[src/uartMacros.svh]
`ifndef UART_MACROS_SVH
`define UART_MACROS_SVH

// Frame shape shared by transmitter and receiver
`define UART_DATA_BITS 8
`define UART_STOP_BITS 2

// Receive buffering
`define UART_FIFO_DEPTH 4

`endif

[src/uartErrorPkg.sv]
`default_nettype none

package uartErrorPkg;

	localparam int errWidth = 4;

	// Frame errors from the receiver
	localparam int errBreak = 0;
	localparam int errParity = 1;
	localparam int errFraming = 2;

	// Raised by the receive FIFO
	localparam int errOverrun = 3;

endpackage

`default_nettype wire

[src/uartFramePkg.sv]
`default_nettype none
`include "uartMacros.svh"

package uartFramePkg;

	localparam int frameLength = 1 + `UART_DATA_BITS + 1 + `UART_STOP_BITS; // Start, data, parity, stop

	typedef enum logic [2:0]
	{
		idle,
		start,
		data,
		parity,
		stop
	} txState;

	typedef enum logic [2:0]
	{
		ready,
		startBit, // First data bit sampled here
		dataBits,
		parityBit,
		stopBits,
		done
	} rxState;

endpackage

`default_nettype wire

[src/rxFifo.sv]
`timescale 1ns/1ps
`default_nettype none
`include "uartMacros.svh"

module rxFifo
(
	input wire Clk,
	input wire reset,
	input wire [`UART_DATA_BITS-1:0] byteData,
	input wire byteStrobe,
	input wire rxPop,
	output logic [`UART_DATA_BITS-1:0] rxData,
	output logic rxValid,
	output logic overrun
);
	localparam int depth = `UART_FIFO_DEPTH;
	localparam int ptrWidth = $clog2(depth);
	localparam int cntWidth = $clog2(depth + 1);
	localparam logic [ptrWidth-1:0] lastPtr = ptrWidth'(depth - 1);
	localparam logic [cntWidth-1:0] fullCount = cntWidth'(depth);

	logic [`UART_DATA_BITS-1:0] mem [depth];
	logic [ptrWidth-1:0] wrPtr;
	logic [ptrWidth-1:0] rdPtr;
	logic [cntWidth-1:0] count;
	logic full;
	logic doWrite;
	logic doPop;

	assign full = (count == fullCount);
	assign doWrite = byteStrobe && !full;
	assign doPop = rxPop && rxValid; // Pop while empty is dropped
	assign overrun = byteStrobe && full;
	assign rxValid = (count != '0);
	assign rxData = mem[rdPtr];

	always_ff @(posedge Clk)
	begin
		if (reset)
		begin
			wrPtr <= '0;
			rdPtr <= '0;
			count <= '0;
		end
		else
		begin
			if (doWrite)
				wrPtr <= (wrPtr == lastPtr) ? '0 : wrPtr + 1'b1;
			if (doPop)
				rdPtr <= (rdPtr == lastPtr) ? '0 : rdPtr + 1'b1;
			case ({doWrite, doPop})
				2'b10: count <= count + 1'b1;
				2'b01: count <= count - 1'b1;
				default: count <= count;
			endcase
		end
	end

	always_ff @(posedge Clk)
	begin
		if (doWrite)
			mem[wrPtr] <= byteData;
	end

	countInRange: assert property (@(posedge Clk) disable iff (reset) count <= fullCount);

endmodule

`default_nettype wire

[src/uartLink.sv]
`timescale 1ns/1ps
`default_nettype none
`include "uartMacros.svh"

module uartLink
(
	input wire Clk,
	input wire reset,
	input wire [`UART_DATA_BITS-1:0] txData,
	input wire txStart,
	input wire cts,
	output logic txOut,
	output logic txBusy,
	input wire rxIn,
	output logic rts,
	input wire rxPop,
	output logic [`UART_DATA_BITS-1:0] rxData,
	output logic rxValid,
	output logic [uartErrorPkg::errWidth-1:0] rxError
);
	import uartErrorPkg::*;

	logic [`UART_DATA_BITS-1:0] byteData;
	logic byteStrobe;
	logic [errFraming:errBreak] frameError;
	logic overrun;

	uartTx i_tx
	(
		.Clk(Clk),
		.reset(reset),
		.txData(txData),
		.txStart(txStart),
		.cts(cts),
		.txOut(txOut),
		.txBusy(txBusy)
	);

	uartRx i_rx
	(
		.Clk(Clk),
		.reset(reset),
		.rxIn(rxIn),
		.rts(rts),
		.byteData(byteData),
		.byteStrobe(byteStrobe),
		.frameError(frameError)
	);

	rxFifo i_fifo
	(
		.Clk(Clk),
		.reset(reset),
		.byteData(byteData),
		.byteStrobe(byteStrobe),
		.rxPop(rxPop),
		.rxData(rxData),
		.rxValid(rxValid),
		.overrun(overrun)
	);

	assign rxError[errOverrun] = overrun;
	assign rxError[errFraming:errBreak] = frameError; // Frame errors below overrun

endmodule

`default_nettype wire

[src/uartRx.sv]
`timescale 1ns/1ps
`default_nettype none
`include "uartMacros.svh"

module uartRx
(
	input wire Clk,
	input wire reset,
	input wire rxIn,
	output logic rts,
	output logic [`UART_DATA_BITS-1:0] byteData,
	output logic byteStrobe,
	output logic [uartErrorPkg::errFraming:uartErrorPkg::errBreak] frameError
);
	import uartFramePkg::*;
	import uartErrorPkg::*;

	localparam int cntWidth = $clog2(`UART_DATA_BITS);
	localparam logic [cntWidth-1:0] lastData = cntWidth'(`UART_DATA_BITS - 1);
	localparam logic [cntWidth-1:0] lastStop = cntWidth'(`UART_STOP_BITS - 1);

	rxState state;
	logic [cntWidth-1:0] bitCount;
	logic [`UART_DATA_BITS-1:0] dataReg;
	logic [`UART_STOP_BITS-1:0] stopReg;
	logic parityRx;
	logic parityAcc; // Running XOR of data

	always_ff @(posedge Clk)
	begin
		if (reset)
		begin
			state <= ready;
			bitCount <= '0;
		end
		else
		begin
			case (state)
				ready:
					if (!rxIn)
						state <= startBit;
				startBit:
				begin
					state <= dataBits;
					bitCount <= cntWidth'(1);
				end
				dataBits:
					if (bitCount == lastData)
					begin
						state <= parityBit;
						bitCount <= '0;
					end
					else
						bitCount <= bitCount + 1'b1;
				parityBit:
					state <= stopBits;
				stopBits:
					if (bitCount == lastStop)
						state <= done;
					else
						bitCount <= bitCount + 1'b1;
				default:
					state <= ready; // Done lasts one cycle
			endcase
		end
	end

	// Line sampling, one bit per clock
	always_ff @(posedge Clk)
	begin
		case (state)
			startBit:
			begin
				dataReg <= {dataReg[`UART_DATA_BITS-2:0], rxIn};
				parityAcc <= rxIn;
			end
			dataBits:
			begin
				dataReg <= {dataReg[`UART_DATA_BITS-2:0], rxIn};
				parityAcc <= parityAcc ^ rxIn;
			end
			parityBit:
				parityRx <= rxIn;
			stopBits:
				stopReg <= {stopReg[`UART_STOP_BITS-2:0], rxIn};
			default:
				parityRx <= parityRx;
		endcase
	end

	always_comb
	begin
		frameError = '0;
		byteStrobe = 1'b0;
		if (state == done)
		begin
			frameError[errFraming] = (stopReg != '1);
			frameError[errParity] = (parityRx != parityAcc);
			frameError[errBreak] = (dataReg == '0) && (stopReg != '1);
			byteStrobe = (frameError == '0);
		end
	end

	assign rts = (state == ready);
	assign byteData = dataReg;

	// Not ready from the first data bit through done
	rtsLowOneFrame: assert property (@(posedge Clk) disable iff (reset)
		$fell(rts) |-> !rts [*frameLength] ##1 rts);

endmodule

`default_nettype wire

[src/uartTx.sv]
`timescale 1ns/1ps
`default_nettype none
`include "uartMacros.svh"

module uartTx
(
	input wire Clk,
	input wire reset,
	input wire [`UART_DATA_BITS-1:0] txData,
	input wire txStart,
	input wire cts,
	output logic txOut,
	output logic txBusy
);
	import uartFramePkg::*;

	localparam int cntWidth = $clog2(`UART_DATA_BITS);
	localparam logic [cntWidth-1:0] lastData = cntWidth'(`UART_DATA_BITS - 1);
	localparam logic [cntWidth-1:0] lastStop = cntWidth'(`UART_STOP_BITS - 1);

	txState state;
	logic [cntWidth-1:0] bitCount; // Shared by data and stop phases
	logic [`UART_DATA_BITS-1:0] dataReg;
	logic accept;

	assign accept = txStart && cts && (state == idle);
	assign txBusy = (state != idle);

	always_ff @(posedge Clk)
	begin
		if (reset)
		begin
			state <= idle;
			bitCount <= '0;
		end
		else
		begin
			case (state)
				idle:
					if (accept)
						state <= start;
				start:
				begin
					state <= data;
					bitCount <= '0;
				end
				data:
					if (bitCount == lastData)
					begin
						state <= parity;
						bitCount <= '0;
					end
					else
						bitCount <= bitCount + 1'b1;
				parity:
					state <= stop;
				stop:
					if (bitCount == lastStop)
						state <= idle;
					else
						bitCount <= bitCount + 1'b1;
				default:
					state <= idle;
			endcase
		end
	end

	always_ff @(posedge Clk)
	begin
		if (accept)
			dataReg <= txData;
	end

	always_comb
	begin
		case (state)
			start: txOut = 1'b0;
			data: txOut = dataReg[lastData - bitCount]; // MSB first
			parity: txOut = ^dataReg; // Even parity
			default: txOut = 1'b1;
		endcase
	end

	// Busy spans exactly one frame, then the line rests at least a cycle
	busyOneFrame: assert property (@(posedge Clk) disable iff (reset)
		$rose(txBusy) |-> txBusy [*frameLength] ##1 !txBusy);

endmodule

`default_nettype wire

[config.mk]
export PLATFORM = sky130hd
export DESIGN_NAME = uartLink
export DESIGN_NICKNAME = d
export VERILOG_FILES = /design/src/uartErrorPkg.sv /design/src/uartFramePkg.sv /design/src/rxFifo.sv /design/src/uartLink.sv /design/src/uartRx.sv /design/src/uartTx.sv
export VERILOG_INCLUDE_DIRS = /design/src /design/src/src
export SDC_FILE = /design/constraint.sdc
export NUM_CORES = 1
export LEC_CHECK = 0
export ABC_AREA = 1
export BUFFER_PORTS_ARGS = -buffer_cell sky130_fd_sc_hd__buf_2
export CAP_MARGIN = 40
export CORE_AREA = 2 2 62 94
export CTS_CLUSTER_SIZE = 14
export DETAILED_ROUTE_END_ITERATION = 16
export DIE_AREA = 0 0 64 96
export PLACE_DENSITY = 0.9
export RECOVER_POWER = 100
export SLEW_MARGIN = 20
export SYNTH_ARGS = -nofsm -noshare
export SYNTH_HDL_FRONTEND = slang
export SYNTH_SLANG_ARGS = --single-unit
[constraint.sdc]
create_clock -name Clk -period 4.8 [get_ports Clk]
set_clock_uncertainty 0.15 [all_clocks]
set_input_delay 0 -clock Clk [delete_from_list [all_inputs] [get_ports Clk]]
set_output_delay 0 -clock Clk [all_outputs]
set_load 0.01 [all_outputs]
==> impl_metrics.py, run 1 <==
metrics = {
    "timing": {
        "drv_slew": 0,
        "hold-worst-slack_ps": 9.865,
        "fmax_ghz": 0.4405,
        "finalSetupViolCount": 0,
        "fin_tns_setup_ps": 0,
        "tightest_slew_ps": 796.9,
        "period_share_pct": 47.29,
        "finalHoldViolCount": 0,
        "rsz0062_at_grt": "false",
        "finalCriticalPeriod_ps": 2270,
        "slew_headroom_pct": 46.68,
    },
    "clock_network": {
        "ctsResizeCount": 0,
        "clock_latency_ps": 350,
        "clkTransAtPathRegs_ps": 80,
        "htreeDepth": 3,
        "cts_tree": "yes",
        "numCtsBuffers": 9,
        "cts_buffer_depth": 2,
        "cts_root_buffer": "clkbuf_8",
        "cts_num_sinks": 73,
    },
    "floorplanning": {
        "ios": 30,
        "die-area_sq_um": 6144,
        "die_w_um": 64,
        "die_h_um": 96,
        "num_rows": 33,
        "core_area_sq_um": 5326,
        "start_util_pct": 61.59,
    },
    "logic_synthesis": {
        "synthTopCellsByCount": "54 x nand2_1, 52 x edfxtp_1, 41 x nor2_1",
        "synth_ff_type": "edfxtp_1",
        "yosysTopAreaCellShare_pct": 47.60,
        "synth-seq-cells": 73,
        "yosysUniqueCellTypes": 35,
        "yosysMostFrequentCell": "nand2_1",
        "avgSynthCellArea_sq_um": 10.16,
        "synth.largest_area_cell": "edfxtp_1",
        "synth_edf_count": 52,
        "ys_async_sr_fraction_pct": 0,
        "synth-seq-area-share_pct": 60.41,
        "netlist_instances": 323,
        "syn_nets": 350,
        "yosys_warnings": 0,
        "synthTopCellsByArea": "edfxtp_1 48%, dfxtp_1 13%, nand2_1 6.2%",
        "syn_area_sq_um": 3281,
    },
    "drt": {
        "ant_nets": 0,
        "routedWlPerCell_um": 13.80,
        "vias": 2378,
        "drc": 0,
        "vias_per_cell": 5.344,
        "wirelength_um": 6141,
        "drt-initial-drc-count": 119,
        "drt_pass1_iterations": 5,
    },
    "grt": {
        "antenna_found_initial": 0,
        "grt_pass1_wl_um": 10290,
        "grt_pass1_vias": 2296,
        "overflow": 0,
        "grt_max_degree": 18,
        "gr-usage-all-layers_pct": 22.54,
    },
    "finish": {
        "layout.nets": 397,
        "n_antenna_cell": 0,
        "area_delta_synth_final_pct": 13.27,
        "drive_gt1_share_pct": 9.867,
    },
    "critical_path": {
        "r2r_end": "i_fifo.count[2]$_SDFFE_PP0P_",
        "cp_max_fo": 9,
        "start_kind": "register",
        "rrSetupSlack_ps": 2530,
        "reg2regPathDepth": 9,
        "crit_start": "i_rx.parityRx$_DFFE_PN_",
        "crit_required_ps": 4890,
        "cp.arrival_ps": 2360,
        "setup.worst_path.end_class": "register",
        "r2r_start": "i_rx.parityRx$_DFFE_PN_",
        "critPathKind": "register to register",
    },
    "flow_run": {
        "max_cap_viol_count": 0,
    },
    "placed_design": {
        "gp_congestion": 0.8295,
        "hpwl_um": 4233,
        "port-buffer-count": 29,
    },
    "power": {
        "p_int_uw": 1115,
        "p_per_area_nw_per_um2": 441.8,
        "swShare_pct": 32.10,
        "p_comb_share_pct": 18.5,
        "vdd_drop_max_uv": 285.0,
        "seqPwrFrac_pct": 55.8,
        "power_frac_clock_pct": 25.7,
        "leakagePower_uw": 0.001479,
        "switchingPower_uw": 526.9,
    },
    "worst_hold_path": {
        "hold_end": "i_tx.dataReg[2]$_DFFE_PP_",
        "min_path_cells": 3,
        "hold_path.startpoint": "txStart",
        "worstHoldPathType": "input port to register",
    },
    "status": {
        "status": "completed",
    },
}
repair_timing:
action,in CTS,in global routing
hold buffers,13,0
endpoints found under the hold margin,23,0
setup buffers,0,0
flip-flops by register name, indices dropped and copies added (netlist names), named ones only:
signal / count
i_rx.stopReg: 2
i_tx.state: 3
i_fifo.rdPtr: 2
i_tx.bitCount: 3
i_rx.bitCount: 3
i_fifo.mem: 32
i_tx.dataReg: 8
i_fifo.count: 3
i_rx.state: 3
i_rx.parityRx: 1
i_rx.parityAcc: 1
i_fifo.wrPtr: 2
i_rx.byteData: 8
cells in the final DEF, fill, tap and decap left out, types with 2 or more instances in the layout:
cell type      count
nand2_1           56
edfxtp_1          52
inv_1             43
nor2_1            43
o21ai_0           30
dfxtp_1           21
clkbuf_1          16
nand3_1           14
a21oi_1           14
dlygate4sd3_1     13
buf_2             13
ha_1              12
clkbuf_8           9
o22ai_1            8
nor3_1             3
xnor2_1            2
o211ai_1           2
nor4_1             2
nand2_2            2
clkinv_4           2
inv_6              2
clkinv_2           2
cells by family after synthesis:
family / Yosys count / synth area share [%]
and+or+nand+nor: 128 / 17.93
buffers and inverters: 50 / 6.102
AOI/OAI and AO/OA: 57 / 9.611
xor gates and xnor gates: 2 / 0.7630
adders and majority gates: 13 / 5.187
DFF: 73 / 60.41
area by class of cell:
type / instances / area (sq um)
Inverter: 44 / 165.2
Timing Repair Buffer: 42 / 255.2
Multi-Input combinational cell: 200 / 1050
Clock buffer: 9 / 123.9
Clock inverter: 7 / 52.55
Fill cell: 374 / 1610
Sequential cell: 73 / 1982
Tap cell: 70 / 87.58
per-layer routing:
metal / vias up / part of all wire, % / wire length (um) / GRT usage [%]
met4: 0 / 3.4 / 208 / 13.41
met5: - / 0 / 0 / 0
li1: 1178 / - / - / -
met2: 51 / 56 / 3452 / 42.45
met1: 1131 / 38 / 2310 / 22.56
met3: 18 / 2.8 / 170 / 4.561
through the flow:
stage / utilization (%) / cell area (sq um) / total power, uW / worst slack (ps) / std cells
floorplan: - / 3281 / 1147 / 2851 / 323
global placement: 65.30 / 3478 / 1225 / 2778 / 416
detailed placement: 65.30 / 3478 / 1249 / 2670 / 416
CTS: 71.06 / 3785 / 1675 / 2664 / 445
global route: 69.77 / 3716 / 1733 / 2314 / 445
finish: 69.77 / 3716 / 1642 / 2530 / 445
worst max-delay path by stage:
stage	to	slack (ps)	depth (start not counted)
floorplan	i_fifo.count[2]$_SDFFE_PP0P_	2850	9
global placement	i_fifo.count[2]$_SDFFE_PP0P_	2780	10
detailed placement	i_fifo.count[2]$_SDFFE_PP0P_	2670	10
CTS	i_fifo.count[2]$_SDFFE_PP0P_	2660	10
global route	i_fifo.count[2]$_SDFFE_PP0P_	2310	9
finish	i_fifo.count[2]$_SDFFE_PP0P_	2530	9
worst max-delay path, cell delays in order (launching register included):
cell and delay [ps]:
edfxtp_1 430, xnor2_1 180, nand3_1 260, ha_1 200
inv_1 70, fa_1 380, a21oi_1 150, o21ai_0 130
o21ai_0 160, a21oi_1 50
power groups by stage:
stage / combinational, uW / sequential [uW] / clock [uW]
finish: 304 / 915 / 422
global route: 352 / 932 / 449
CTS: 331 / 917 / 427
detailed placement: 319 / 930 / 0
global placement: 305 / 920 / 0
floorplan: 250 / 897 / 0
Power figures use the tool's default switching activity.
==> run 2, diff against run 1 <==
CORE_AREA = 2 2 68 102   (was 2 2 62 94)
DIE_AREA = 0 0 70 104   (was 0 0 64 96)
PLACE_DENSITY = 0.81   (was 0.9)
clock period = 2 ns   (was 4.8 ns; I/O delays follow)
==> impl_metrics.py, run 2 (synthesis results as in run 1) <==
metrics = {
    "floorplanning": {
        "core_area_sq_um": 6396,
        "die_h_um": 104,
        "ios": 30,
        "die-area_sq_um": 7280,
        "start_util_pct": 51.29,
        "num_rows": 36,
        "die_w_um": 70,
    },
    "critical_path": {
        "cp.buffers_inverters": 1,
        "cp.arrival_ps": 2030,
        "critPathMaxStageDelay_ps": 430,
        "cp_max_fo": 3,
        "critical_path.cell_chain": "xnor2_2 > nand3_4 > ha_4 > inv_4 > fa_2 > a21oi_2 > o21ai_2 > o21ai_1 > a21oi_1",
        "critPathKind": "register to register",
        "start_kind": "register",
        "cp_top_family": "adder cells",
        "cp_slowest_cell": "edfxtp_1",
        "setup.worst_path.end_class": "register",
        "crit_required_ps": 2080,
    },
    "placed_design": {
        "place_inst": 433,
        "port-buffer-count": 29,
        "gp_congestion": 0.8211,
        "hpwl_um": 4304,
    },
    "drt": {
        "wirelength_um": 6345,
        "drc": 0,
        "ant_nets": 0,
        "drt_pass1_iterations": 4,
        "drt-initial-drc-count": 152,
        "routedWlPerCell_um": 13.62,
        "vias_per_cell": 5.135,
        "vias": 2393,
    },
    "finish": {
        "instances_no_fill": 466,
        "layout.nets": 412,
        "nFillCells": 523,
        "final_util_pct": 61.80,
        "n_antenna_cell": 0,
        "final_cell_mix": "56 x nand2_1, 52 x edfxtp_1, 43 x nor2_1",
        "seqCellArea_sq_um": 1984,
        "area_delta_synth_final_pct": 20.48,
        "final_common_cell": "nand2_1",
        "largest_reg_flops": 32,
        "drive_gt1_share_pct": 19.74,
        "multiInputGateArea_sq_um": 1102,
        "regMostFlops": "i_fifo.mem",
    },
    "flow_run": {
        "max_cap_viol_count": 0,
    },
    "grt": {
        "antenna_found_initial": 0,
        "grt_pass1_wl_um": 10160,
        "grt_max_degree": 17,
        "gr-usage-all-layers_pct": 17.84,
        "overflow": 0,
        "grt_pass1_vias": 2383,
    },
    "timing": {
        "tightest_slew_ps": 599.1,
        "finalHoldViolCount": 0,
        "finalSetupViolCount": 0,
        "hold-worst-slack_ps": 146.1,
        "slew_headroom_pct": 60.06,
        "finalCriticalPeriod_ps": 1946,
        "period_share_pct": 97.30,
        "rsz0062_at_grt": "true",
        "drv_slew": 0,
        "fmax_ghz": 0.5139,
    },
    "status": {
        "status": "completed",
    },
    "power": {
        "vdd_drop_max_uv": 729.4,
        "switchingPower_uw": 1304,
        "p_per_area_nw_per_um2": 1086,
        "power_frac_clock_pct": 30.2,
        "seqPwrFrac_pct": 50.9,
        "total_power_uw": 4293,
        "swShare_pct": 30.37,
        "p_int_uw": 2989,
        "p_comb_share_pct": 18.9,
        "leakagePower_uw": 0.001610,
    },
    "clock_network": {
        "cts_num_sinks": 73,
        "clock_latency_ps": 350,
        "cts_buffer_depth": 2,
        "clkTransAtPathRegs_ps": 80,
        "htreeDepth": 3,
        "cts_root_buffer": "clkbuf_8",
        "cts_tree": "yes",
        "numCtsBuffers": 9,
    },
    "worst_hold_path": {
        "worstHoldPathType": "input port to register",
    },
}
==> run 2: cell types whose count changed in the layout (fill, tap and decap cells not counted), sizes merged <==
cell and change:
buf +25, clkbuf -10, bufinv +2, clkinv -2, clkinvlp +1, inv -1
==> run 2: path summary, 6_finish.rpt <==
check	startpoint	cells after the start	slack, ps	end
worst min register to register	i_rx.stopReg[0]$_DFFE_PP_	0	340	i_rx.stopReg[1]$_DFFE_PP_
worst max register to register	i_rx.parityAcc$_DFFE_PP_	9	50	i_fifo.count[2]$_SDFFE_PP0P_
worst max-delay path	i_rx.parityAcc$_DFFE_PP_	9	50	i_fifo.count[2]$_SDFFE_PP0P_
worst min-delay path	txStart	4	150	i_tx.dataReg[2]$_DFFE_PP_
==> run 2: final cells by class <==
cell class | instances | share of cell area [%]
flip-flops and latches | 73 | 50.21
multi-input cells | 200 | 27.89
repair buffers | 57 | 9.497
inverters | 44 | 4.242
clock buffers | 9 | 3.134
clock inverters | 7 | 2.627
well taps | 76 | 2.406
==> run 2: repair_timing <==
| action | 4_1_cts | 5_1_grt |
|---|---|---|
| hold buffers | 13 | 0 |
| pin swaps | 1 | 2 |
| resized for setup | 5 | 9 |
| buffers inserted | 1 | 3 |
| endpoints found under the hold margin | 23 | 0 |
| endpoints found under the setup margin | 1 | 2 |
==> run 2: per-layer routing <==
metal | up-vias | global-route usage [%] | share of wire (%)
li1 | 1207 | - | -
met5 | - | 0 | 0
met1 | 1138 | 17.93 | 40
met3 | 6 | 2.616 | 2.8
met4 | 0 | 8.929 | 1.4
met2 | 42 | 34.49 | 56
==> run 2: worst register-to-register path: cells and delay by family, from the launching register on <==
kind            cells  cell delay (ps)
fa+ha+maj           2              510
flops               1              430
simple gates        1              100
xor+xnor            1              190
buf+inv             1               40
compound gates      4              420
==> run 2: power by group through the flow <==
| stage | combinational (uW) | clock (uW) | sequential (uW) |
|---|---|---|---|
| final | 812 | 1290 | 2190 |
| after detailed placement | 821 | 0 | 2220 |
| after floorplan | 599 | 0 | 2150 |
| after CTS | 857 | 1320 | 2190 |
| after global routing | 926 | 1380 | 2230 |
| after global placement | 784 | 0 | 2200 |
==> run 2: per-stage QoR <==
stage / worst slack [ps] / setup TNS (ps) / area (sq um)
floorplan: 51.22 / 0 / 3281
global placement: 47.17 / 0 / 3568
detailed placement: -139.0 / -139.0 / 3568
CTS: 10.86 / 0 / 3945
global route: -63.63 / -123.1 / 3953
finish: 54.03 / 0 / 3953
